$ cat config.mk
export PLATFORM = sky130hd
export DESIGN_NAME = cpu_top
export DESIGN_NICKNAME = d
export VERILOG_FILES = /design/src/source/rv_pkg.sv /design/src/source/cpu_top.sv /design/src/source/cpu_ctrl_regs.sv /design/src/source/cpu_pipeline.sv /design/src/source/instr_decoder.sv /design/src/source/register_file.sv /design/src/source/alu.sv
export SDC_FILE = /design/constraint.sdc
export NUM_CORES = 2
export LEC_CHECK = 0
export BUFFER_PORTS_ARGS = -buffer_cell sky130_fd_sc_hd__buf_4
export CORE_ASPECT_RATIO = 1.25
export CORE_MARGIN = 3
export CORE_UTILIZATION = 48
export DETAILED_ROUTE_END_ITERATION = 8
export HOLD_SLACK_MARGIN = 0.15
export PLACE_DENSITY = 0.67
export SLEW_MARGIN = 20
export SYNTH_ARGS = -nofsm -noshare
export SYNTH_HDL_FRONTEND = slang
export SYNTH_HIERARCHICAL = 1
export SYNTH_SLANG_ARGS = --single-unit
$ cat constraint.sdc
create_clock -name clk -period 6.4 [get_ports clk]
set_input_delay 0.32 -clock clk [delete_from_list [all_inputs] [get_ports clk]]
set_output_delay 0.32 -clock clk [all_outputs]
set_load 0.005 [all_outputs]
$ cat src/source/rv_pkg.sv
// Shared widths, opcodes, bus structs and APB register map; imported by every core module
`default_nettype none

package rv_pkg;

    localparam int XLEN  = 32;
    localparam int NREGS = 32;

    typedef logic [XLEN-1:0] xlen_t;
    typedef logic [XLEN-1:0] addr_t;
    typedef logic [31:0]     instr_t;
    typedef logic [4:0]      reg_idx_t;
    typedef logic [11:0]     apb_addr_t;

    // Major opcodes of the supported subset
    localparam logic [6:0] OPC_OP     = 7'b0110011;
    localparam logic [6:0] OPC_OP_IMM = 7'b0010011;
    localparam logic [6:0] OPC_BRANCH = 7'b1100011;

    // All-zero word is an illegal encoding, so it decodes to a bubble and never retires
    localparam instr_t NOP_INSTR = 32'h0000_0000;

    // APB register map
    localparam apb_addr_t REG_CTRL      = 12'h000;
    localparam apb_addr_t REG_BOOT_PC   = 12'h004;
    localparam apb_addr_t REG_STATUS    = 12'h008;
    localparam apb_addr_t REG_RETIRED   = 12'h00C;
    localparam apb_addr_t REG_XREG_BASE = 12'h100;

    typedef enum logic [3:0] {
        ALU_ADD,
        ALU_SUB,
        ALU_SLL,
        ALU_SLT,
        ALU_SLTU,
        ALU_XOR,
        ALU_SRL,
        ALU_SRA,
        ALU_OR,
        ALU_AND
    } alu_op_e;

    typedef struct packed {
        alu_op_e  alu_op;
        logic     use_imm;
        logic     reg_write;
        logic     is_branch;
        reg_idx_t rd;
        reg_idx_t rs1;
        reg_idx_t rs2;
        xlen_t    imm;
    } decoded_t;

    typedef struct packed {
        logic  req;
        addr_t addr;
    } imem_req_t;

    typedef struct packed {
        logic   ready;
        instr_t rdata;
    } imem_rsp_t;

    typedef struct packed {
        logic      psel;
        logic      penable;
        logic      pwrite;
        apb_addr_t paddr;
        xlen_t     pwdata;
    } apb_req_t;

    typedef struct packed {
        xlen_t prdata;
        logic  pslverr;
    } apb_rsp_t;

endpackage

`default_nettype wire
$ cat src/source/cpu_top.sv
// Core top level: pipeline, register file and APB control block wired together
`timescale 1ns/1ns
`default_nettype none

module cpu_top (
    input  wire                    clk,
    input  wire                    reset_n,
    output rv_pkg::imem_req_t      imem_req,
    input  wire rv_pkg::imem_rsp_t imem_rsp,
    input  wire rv_pkg::apb_req_t  apb_req,
    output rv_pkg::apb_rsp_t       apb_rsp
);
    import rv_pkg::*;

    logic     run;
    addr_t    boot_pc;
    logic     busy;
    logic     retire;
    logic     wr_en;
    reg_idx_t rs1_idx;
    reg_idx_t rs2_idx;
    reg_idx_t wr_idx;
    reg_idx_t dbg_idx;
    xlen_t    rs1_data;
    xlen_t    rs2_data;
    xlen_t    wr_data;
    xlen_t    dbg_data;

    cpu_pipeline u_pipeline (
        .clk      (clk),
        .reset_n  (reset_n),
        .run      (run),
        .boot_pc  (boot_pc),
        .imem_req (imem_req),
        .imem_rsp (imem_rsp),
        .rs1_idx  (rs1_idx),
        .rs2_idx  (rs2_idx),
        .rs1_data (rs1_data),
        .rs2_data (rs2_data),
        .wr_en    (wr_en),
        .wr_idx   (wr_idx),
        .wr_data  (wr_data),
        .busy     (busy),
        .retire   (retire)
    );

    register_file u_regfile (
        .clk      (clk),
        .reset_n  (reset_n),
        .rs1_idx  (rs1_idx),
        .rs2_idx  (rs2_idx),
        .rs1_data (rs1_data),
        .rs2_data (rs2_data),
        .wr_en    (wr_en),
        .wr_idx   (wr_idx),
        .wr_data  (wr_data),
        .dbg_idx  (dbg_idx),
        .dbg_data (dbg_data)
    );

    cpu_ctrl_regs u_ctrl (
        .clk      (clk),
        .reset_n  (reset_n),
        .apb_req  (apb_req),
        .apb_rsp  (apb_rsp),
        .run      (run),
        .boot_pc  (boot_pc),
        .busy     (busy),
        .retire   (retire),
        .dbg_idx  (dbg_idx),
        .dbg_data (dbg_data)
    );

endmodule

`default_nettype wire

$ cat src/source/cpu_ctrl_regs.sv
// APB slave with run control, boot PC, status, retired count and a register-file window
`timescale 1ns/1ns
`default_nettype none

module cpu_ctrl_regs (
    input  wire                    clk,
    input  wire                    reset_n,
    input  wire rv_pkg::apb_req_t  apb_req,
    output rv_pkg::apb_rsp_t       apb_rsp,
    output logic                   run,
    output rv_pkg::addr_t          boot_pc,
    input  wire                    busy,
    input  wire                    retire,
    output rv_pkg::reg_idx_t       dbg_idx,
    input  wire rv_pkg::xlen_t     dbg_data
);
    import rv_pkg::*;

    logic  access;
    logic  wr;
    logic  in_window;
    xlen_t retired;

    assign access    = apb_req.psel && apb_req.penable;
    assign wr        = access && apb_req.pwrite;
    // Window covers x0..x31, word aligned
    assign in_window = apb_req.paddr[11:7] == REG_XREG_BASE[11:7] && apb_req.paddr[1:0] == 2'b00;
    assign dbg_idx   = apb_req.paddr[6:2];

    always_ff @(posedge clk or negedge reset_n) begin
        if (!reset_n) begin
            run     <= 1'b0;
            boot_pc <= '0;
            retired <= '0;
        end else begin
            if (wr && apb_req.paddr == REG_CTRL) begin
                run <= apb_req.pwdata[0];
            end
            if (wr && apb_req.paddr == REG_BOOT_PC) begin
                boot_pc <= apb_req.pwdata;
            end
            // Any write clears the count
            if (wr && apb_req.paddr == REG_RETIRED) begin
                retired <= '0;
            end else if (retire) begin
                retired <= retired + 32'd1;
            end
        end
    end

    always_comb begin
        apb_rsp.prdata  = '0;
        apb_rsp.pslverr = 1'b0;
        case (apb_req.paddr)
            REG_CTRL:    apb_rsp.prdata = {31'b0, run};
            REG_BOOT_PC: apb_rsp.prdata = boot_pc;
            REG_RETIRED: apb_rsp.prdata = retired;
            REG_STATUS: begin
                apb_rsp.prdata  = {31'b0, busy};
                apb_rsp.pslverr = wr;
            end
            default: begin
                if (in_window) begin
                    apb_rsp.prdata  = dbg_data;
                    apb_rsp.pslverr = wr;
                end else begin
                    apb_rsp.pslverr = access;
                end
            end
        endcase
    end

    // Access phase only right after a setup phase on the same address
    a_apb_setup: assert property (@(posedge clk) disable iff (!reset_n)
        apb_req.psel && apb_req.penable |->
            $past(apb_req.psel && !apb_req.penable) && $stable(apb_req.paddr));

endmodule

`default_nettype wire

$ cat src/source/cpu_pipeline.sv
// Four-stage in-order pipeline: fetch handshake, decode, execute with forwarding, writeback
`timescale 1ns/1ns
`default_nettype none

module cpu_pipeline (
    input  wire                    clk,
    input  wire                    reset_n,
    input  wire                    run,
    input  wire rv_pkg::addr_t     boot_pc,
    output rv_pkg::imem_req_t      imem_req,
    input  wire rv_pkg::imem_rsp_t imem_rsp,
    output rv_pkg::reg_idx_t       rs1_idx,
    output rv_pkg::reg_idx_t       rs2_idx,
    input  wire rv_pkg::xlen_t     rs1_data,
    input  wire rv_pkg::xlen_t     rs2_data,
    output logic                   wr_en,
    output rv_pkg::reg_idx_t       wr_idx,
    output rv_pkg::xlen_t          wr_data,
    output logic                   busy,
    output logic                   retire
);
    import rv_pkg::*;

    typedef enum logic [1:0] {F_IDLE, F_REQ, F_DISCARD} fetch_state_e;

    fetch_state_e fstate;
    addr_t        pc;
    addr_t        hold_addr;
    logic         run_q;
    logic         start;
    logic         fetch_ok;
    logic         redirect;
    addr_t        target;

    logic         ifid_valid;
    addr_t        ifid_pc;
    instr_t       ifid_instr;
    decoded_t     id_dec;

    logic         idex_valid;
    addr_t        idex_pc;
    decoded_t     idex_dec;
    xlen_t        idex_op1;
    xlen_t        idex_op2;

    xlen_t        fwd_a;
    xlen_t        fwd_b;
    xlen_t        alu_b;
    xlen_t        alu_res;

    logic         exwb_valid;
    logic         exwb_reg_write;
    logic         exwb_is_branch;
    reg_idx_t     exwb_rd;
    xlen_t        exwb_res;

    logic         wb_valid;
    logic         wb_reg_write;
    logic         wb_is_branch;
    reg_idx_t     wb_rd;
    xlen_t        wb_res;

    // ------------------------------------------------------------
    // Fetch
    // ------------------------------------------------------------
    assign start    = run && !run_q && fstate == F_IDLE;
    assign fetch_ok = fstate == F_REQ && imem_rsp.ready && !redirect;

    always_comb begin
        imem_req.req  = fstate != F_IDLE;
        imem_req.addr = (fstate == F_DISCARD) ? hold_addr : pc;
    end

    always_ff @(posedge clk or negedge reset_n) begin
        if (!reset_n) begin
            fstate <= F_IDLE;
            pc     <= '0;
            run_q  <= 1'b0;
        end else begin
            run_q <= run;
            if (start) begin
                pc <= boot_pc;
            end else if (redirect) begin
                pc <= target;
            end else if (fetch_ok) begin
                pc <= pc + 32'd4;
            end
            case (fstate)
                F_IDLE: begin
                    if (start) begin
                        fstate <= F_REQ;
                    end
                end
                F_REQ: begin
                    if (imem_rsp.ready) begin
                        fstate <= run ? F_REQ : F_IDLE;
                    end else if (redirect) begin
                        fstate <= F_DISCARD;
                    end
                end
                default: begin
                    // Wrong-path word arrives and is dropped
                    if (imem_rsp.ready) begin
                        fstate <= run ? F_REQ : F_IDLE;
                    end
                end
            endcase
        end
    end

    // Address of the abandoned fetch, held until memory answers it
    always_ff @(posedge clk) begin
        if (fstate == F_REQ && redirect) begin
            hold_addr <= pc;
        end
    end

    // ------------------------------------------------------------
    // Stage valid bits and payload registers
    // ------------------------------------------------------------
    always_ff @(posedge clk or negedge reset_n) begin
        if (!reset_n) begin
            ifid_valid <= 1'b0;
            idex_valid <= 1'b0;
            exwb_valid <= 1'b0;
            wb_valid   <= 1'b0;
        end else begin
            ifid_valid <= fetch_ok;
            // Illegal words drop out here as bubbles
            idex_valid <= ifid_valid && !redirect && (id_dec.reg_write || id_dec.is_branch);
            exwb_valid <= idex_valid;
            wb_valid   <= exwb_valid;
        end
    end

    always_ff @(posedge clk) begin
        ifid_instr     <= fetch_ok ? imem_rsp.rdata : NOP_INSTR;
        ifid_pc        <= pc;
        idex_pc        <= ifid_pc;
        idex_dec       <= id_dec;
        idex_op1       <= rs1_data;
        idex_op2       <= rs2_data;
        exwb_reg_write <= idex_dec.reg_write;
        exwb_is_branch <= idex_dec.is_branch;
        exwb_rd        <= idex_dec.rd;
        exwb_res       <= alu_res;
        wb_reg_write   <= exwb_reg_write;
        wb_is_branch   <= exwb_is_branch;
        wb_rd          <= exwb_rd;
        wb_res         <= exwb_res;
    end

    // ------------------------------------------------------------
    // Decode and execute
    // ------------------------------------------------------------
    instr_decoder u_decoder (
        .instr (ifid_instr),
        .dec   (id_dec)
    );

    assign rs1_idx = id_dec.rs1;
    assign rs2_idx = id_dec.rs2;

    // Youngest producer wins, x0 is never forwarded
    function automatic xlen_t forward(input reg_idx_t idx, input xlen_t rf_val);
        if (idx != '0 && exwb_valid && exwb_reg_write && exwb_rd == idx) begin
            return exwb_res;
        end
        if (idx != '0 && wb_valid && wb_reg_write && wb_rd == idx) begin
            return wb_res;
        end
        return rf_val;
    endfunction

    always_comb begin
        fwd_a    = forward(idex_dec.rs1, idex_op1);
        fwd_b    = forward(idex_dec.rs2, idex_op2);
        alu_b    = idex_dec.use_imm ? idex_dec.imm : fwd_b;
        target   = idex_pc + idex_dec.imm;
        redirect = idex_valid && idex_dec.is_branch && fwd_a == fwd_b;
    end

    alu u_alu (
        .op     (idex_dec.alu_op),
        .a      (fwd_a),
        .b      (alu_b),
        .result (alu_res)
    );

    // Writeback outputs
    assign wr_en   = wb_valid && wb_reg_write;
    assign wr_idx  = wb_rd;
    assign wr_data = wb_res;
    assign retire  = wb_valid;
    assign busy    = fstate != F_IDLE || ifid_valid || idex_valid || exwb_valid || wb_valid;

    // A pending fetch keeps its request and address until ready
    a_fetch_hold: assert property (@(posedge clk) disable iff (!reset_n)
        imem_req.req && !imem_rsp.ready |=> imem_req.req && $stable(imem_req.addr));

    // Only decoded writes and branches make it to retirement
    a_retire_kind: assert property (@(posedge clk) disable iff (!reset_n)
        retire |-> wr_en || wb_is_branch);

endmodule

`default_nettype wire

$ cat src/source/instr_decoder.sv
// Decode stage logic: maps an instruction word onto the decoded-control struct
`timescale 1ns/1ns
`default_nettype none

module instr_decoder (
    input  wire rv_pkg::instr_t instr,
    output rv_pkg::decoded_t    dec
);
    import rv_pkg::*;

    logic [6:0] opcode;
    logic [2:0] funct3;
    logic [6:0] funct7;
    logic       alt;

    assign opcode = instr[6:0];
    assign funct3 = instr[14:12];
    assign funct7 = instr[31:25];
    // SUB and SRA variants
    assign alt    = funct7 == 7'b0100000;

    always_comb begin
        // Unknown encodings stay all zero, which is a bubble
        dec = '0;
        case (opcode)
            OPC_OP: begin
                if (funct7 == 7'b0 || (alt && (funct3 == 3'b000 || funct3 == 3'b101))) begin
                    dec.reg_write = 1'b1;
                    dec.rd        = instr[11:7];
                    dec.rs1       = instr[19:15];
                    dec.rs2       = instr[24:20];
                    case (funct3)
                        3'b000:  dec.alu_op = alt ? ALU_SUB : ALU_ADD;
                        3'b001:  dec.alu_op = ALU_SLL;
                        3'b010:  dec.alu_op = ALU_SLT;
                        3'b011:  dec.alu_op = ALU_SLTU;
                        3'b100:  dec.alu_op = ALU_XOR;
                        3'b101:  dec.alu_op = alt ? ALU_SRA : ALU_SRL;
                        3'b110:  dec.alu_op = ALU_OR;
                        default: dec.alu_op = ALU_AND;
                    endcase
                end
            end
            OPC_OP_IMM: begin
                // ADDI only
                if (funct3 == 3'b000) begin
                    dec.reg_write = 1'b1;
                    dec.use_imm   = 1'b1;
                    dec.alu_op    = ALU_ADD;
                    dec.rd        = instr[11:7];
                    dec.rs1       = instr[19:15];
                    dec.imm       = {{20{instr[31]}}, instr[31:20]};
                end
            end
            OPC_BRANCH: begin
                // BEQ only
                if (funct3 == 3'b000) begin
                    dec.is_branch = 1'b1;
                    dec.alu_op    = ALU_SUB;
                    dec.rs1       = instr[19:15];
                    dec.rs2       = instr[24:20];
                    dec.imm       = {{19{instr[31]}}, instr[31], instr[7],
                                     instr[30:25], instr[11:8], 1'b0};
                end
            end
            default: begin
            end
        endcase
    end

endmodule

`default_nettype wire

$ cat src/source/register_file.sv
// Architectural register file with two decode read ports, a debug port and write-through
`timescale 1ns/1ns
`default_nettype none

module register_file (
    input  wire                  clk,
    input  wire                  reset_n,
    input  wire rv_pkg::reg_idx_t rs1_idx,
    input  wire rv_pkg::reg_idx_t rs2_idx,
    output rv_pkg::xlen_t        rs1_data,
    output rv_pkg::xlen_t        rs2_data,
    input  wire                  wr_en,
    input  wire rv_pkg::reg_idx_t wr_idx,
    input  wire rv_pkg::xlen_t   wr_data,
    input  wire rv_pkg::reg_idx_t dbg_idx,
    output rv_pkg::xlen_t        dbg_data
);
    import rv_pkg::*;

    xlen_t regs [NREGS];

    // x0 is never written, so it keeps its reset value of zero
    always_ff @(posedge clk or negedge reset_n) begin
        if (!reset_n) begin
            for (int i = 0; i < NREGS; i++) begin
                regs[i] <= '0;
            end
        end else if (wr_en && wr_idx != '0) begin
            regs[wr_idx] <= wr_data;
        end
    end

    // A read of the register being written sees the new value
    function automatic xlen_t read_port(input reg_idx_t idx);
        if (wr_en && idx != '0 && idx == wr_idx) begin
            return wr_data;
        end
        return regs[idx];
    endfunction

    always_comb begin
        rs1_data = read_port(rs1_idx);
    end

    always_comb begin
        rs2_data = read_port(rs2_idx);
    end

    always_comb begin
        dbg_data = read_port(dbg_idx);
    end

endmodule

`default_nettype wire

$ cat src/source/alu.sv
// Combinational 32-bit ALU used by the execute stage of the pipeline
`timescale 1ns/1ns
`default_nettype none

module alu (
    input  wire rv_pkg::alu_op_e op,
    input  wire rv_pkg::xlen_t   a,
    input  wire rv_pkg::xlen_t   b,
    output rv_pkg::xlen_t        result
);
    import rv_pkg::*;

    // Shift amount is the low five bits only
    logic [4:0] shamt;

    assign shamt = b[4:0];

    always_comb begin
        case (op)
            ALU_ADD:  result = a + b;
            ALU_SUB:  result = a - b;
            ALU_SLL:  result = a << shamt;
            ALU_SLT:  result = {31'b0, $signed(a) < $signed(b)};
            ALU_SLTU: result = {31'b0, a < b};
            ALU_XOR:  result = a ^ b;
            ALU_SRL:  result = a >> shamt;
            ALU_SRA:  result = $signed(a) >>> shamt;
            ALU_OR:   result = a | b;
            ALU_AND:  result = a & b;
            default:  result = '0;
        endcase
    end

endmodule

`default_nettype wire

==> summary.txt <==
Timing
  – Slew Limit Fails: 0
  – Crit path time final: 5.79 ns
  – Fmax: 0.173 GHz
  – Worst Skew: 0.0383 ns
  – Final setup violation count: 0
  – Hold slack: 0.138 ns
  – Total negative slack: 0 ns
  – RSZ-0062 raised after global routing: false
  – Slew margin rel.: 14.3%
  – Worst Max-Slew Pin Slew: 1.28 ns
  – Period utilization: 90.4%
  – Fin. Hold Viols: 0

Floorplan
  – Die width: 395 um
  – Core ar.: 187000 sq um
  – Initial cell density of the core: 48.6%
  – DIE HEIGHT: 493 um
  – Row cnt: 177
  – Die area: 195000 sq um
  – Io pins: 148

Worst setup path
  – CP max FO: 13
  – Startpoint Class: flop
  – Slowest CP cell: dfxtp_1
  – Crit path capture type: flop
  – CP max stage delay: 0.69 ns
  – Cell Chain, Critical Path: xnor2_1, nand4_1, nor4_4, buf_4, mux2i_1, a21oi_1, inv_1, ha_1, a41oi_1, a31oi_1, a221oi_1, o211a_1, nand2b_1, o41a_1, o21a_1, o32ai_1
  – Worst Path Arrival: 6.53 ns
  – Critical path class: flop to flop
  – CP required: 7.14 ns

Cells and area
  – Post-Layout Cell Count: 9828
  – Final Util: 53.8%
  – Commonest non-fill, non-tap cell in the layout: dfrtp_1
  – Commonest cells after routing, fill and taps aside: dfrtp_1 (1128), mux2_2 (1081), mux4_2 (811), mux2i_1 (497), nor2_1 (439)
  – Fraction of layout cells with a size suffix above 1: 37.0%
  – Fillers: 15500
  – Synthesis-to-layout area growth: 10.7%
  – Final Net Count: 7400

Drt
  – Routed WL per cell: 33.3 um
  – Initial drt markers: 8118
  – Final wirelength: 327 mm
  – DR pass1 iterations: 7
  – Via count: 67700
  – Drc violations: 0
  – Drt via density: 6.88
  – Antenna viol nets, final: 0

Placed design
  – Dpl hpwl: 212 mm
  – Placer congestion estimate: 1.00
  – Buffers on Ports: 147
  – Placed cell count: 9462

Yosys
  – Number of synthesized flops with an enable pin: 32
  – Synth top area share: 31.0%
  – Synth area leader: dfrtp_1
  – Synthesized Nets: 7505
  – Mean Syn Cell Area: 12.5 sq um
  – Post-Syn Instances: 7288
  – Dominant cells by area after synthesis: dfrtp_1 (31%), mux4_2 (20%), mux2_2 (13%), dfxtp_1 (6.4%), mux2i_1 (5.5%)
  – Most used DFF post-synth: dfrtp_1
  – Warnings from Yosys: 6
  – Number of synthesized register bits: 1450
  – Post-synthesis sequential area ratio: 38.5%
  – Mapped Area: 90900 sq um
  – Distinct cells, synth: 110
  – Post-synth ARST share: 77.8%

Global routing
  – Vias in the first global route: 67900
  – GRT Total Usage: 33.0%
  – Antenna violations before repair: 10
  – First-pass GRT wire length: 475 mm
  – GRT overflow: 0
  – Pin count of the biggest net entering global routing: 184

Flow run
  – Reported max-cap violation count: 0

CTS
  – CTS Buf Count: 155
  – Clk Latency, worst-skew pair: 0.84 ns
  – CTS tree: yes
  – Root buffer cell: clkbuf_16
  – H-tree depth: 4
  – Clk buf depth: 3
  – Post-CTS Setup Inserts: 0
  – Clock Pin Slew Worst Setup and Hold Paths: 0.07 ns
  – CTS sink cnt: 1450

Outcome
  – Outcome: completed

Min path
  – Hold Path Class: primary input to asynchronous set/reset pin

Pwr
  – Power per cell area: 194 nW/um^2
  – P_leak: 42.1 nW
  – Worst-case vdd ir drop: 0.203 mV
-- final timing paths --
path,startpoint,to,slack (ns),cells past startpoint
setup reg to reg,u_pipeline/wr_idx[3],u_pipeline/exwb_res[31],0.61,16
max in group asynchronous,reset_n,u_regfile/regs[304],4.62,3
setup / recovery,u_pipeline/wr_idx[3],u_pipeline/exwb_res[31],0.61,16
min in group clk,imem_rsp[13],u_pipeline/ifid_instr[13],0.25,3
hold reg to reg,u_pipeline/ifid_pc[19],u_pipeline/idex_pc[19],0.31,0
hold / removal,reset_n,u_regfile/regs[415],0.14,2
-- worst max-delay path: cells and delay by family, from the launching register on --
kind                     cells  cell delay (ns)
multiplexers                 1             0.17
AND/OR/NAND/NOR              3             0.84
AO/OA/AOI/OAI                8             2.89
adder cells (fa/ha/maj)      1             0.48
XOR/XNOR                     1             0.19
flip-flops                   1             0.69
buffers and inverters        2             0.44
-- sequential cells by signal, summed over array words and instances (netlist names), 2 cells and up --
name / count
u_ctrl/boot_pc: 32
u_ctrl/retired: 32
u_pipeline/exwb_rd: 5
u_pipeline/exwb_res: 32
u_pipeline/fstate: 2
u_pipeline/hold_addr: 32
u_pipeline/idex_dec: 54
u_pipeline/idex_op1: 32
u_pipeline/idex_op2: 32
u_pipeline/idex_pc: 32
u_pipeline/ifid_instr: 32
u_pipeline/ifid_pc: 32
u_pipeline/pc: 32
u_pipeline/wr_data: 32
u_pipeline/wr_idx: 5
u_regfile/regs: 1024
-- report_power, final --
group          total, mW  internal (mW)  leakage (nW)  switching, mW
Sequential          9.20           9.18          18.2         0.0172
Combinational      0.652          0.208          21.2          0.444
Clock               9.69           5.66          2.70           4.03
-- cells in the mapped netlist (all sizes together), types with 44 or more instances --
cell,number
o22ai,58
xnor2,102
buf,400
nand3,78
a21o,44
nor3,130
a22oi,90
xor2,54
a221oi,105
mux4,811
inv,116
clkbuf,319
and3,87
a21oi,190
mux2i,500
o21ai,236
nand2,259
and2,53
dfxtp,290
mux2,1091
dfrtp,1128
ha,132
nor2,458
-- stage by stage --
step | setup WS, ns | total power, mW | area [sq um]
floorplan | 0.865 | 9.62 | 90900
CTS | 0.715 | 19.7 | 101000
global route | 0.283 | 20.1 | 101000
finish | 0.612 | 19.5 | 101000
detailed placement | 0.714 | 9.98 | 94400
global placement | 0.840 | 9.98 | 94400
-- cell families (layout without fill, tap and decap cells) --
logic type,after synthesis,after routing,synth area share (%)
DFF,1450,1450,38.5
and+or+nand+nor,1267,1267,6.87
xor gates and xnor gates,156,156,1.50
buffers and inverters,838,865,4.30
AOI/OAI and AO/OA,1040,1040,7.83
adders and majority gates,135,135,1.88
other,0,7,0
muxes,2402,2402,39.1
-- routing by layer --
metal	GRT usage, %	vias to the layer above	part of all wire (%)
met4	20.0	8	7.2
met5	0	-	0.014
li1	-	27800	-
met3	8.66	1027	9.8
met1	40.8	34900	37
met2	51.9	3971	46
-- layout make-up --
| class | count | area [sq um] | share of cell area, % |
|---|---|---|---|
| clock buffers | 210 | 4460 | 4.43 |
| flip-flops and latches | 1450 | 35000 | 34.8 |
| repair buffers | 457 | 4050 | 4.02 |
| clock inverters | 79 | 1000 | 0.997 |
| inverters | 119 | 452 | 0.449 |
| diodes | 7 | 17.5 | 0.0174 |
| well taps | 2506 | 3140 | 3.12 |
| multi-input cells | 5000 | 52500 | 52.2 |
-- timing repair --
item,CTS,global route
endpoints found under the hold margin,187,0
setup endpoints to repair,0,0
resized for setup,0,0
hold buffers,70,0
Note: power is estimated with default switching activity, not from simulation.
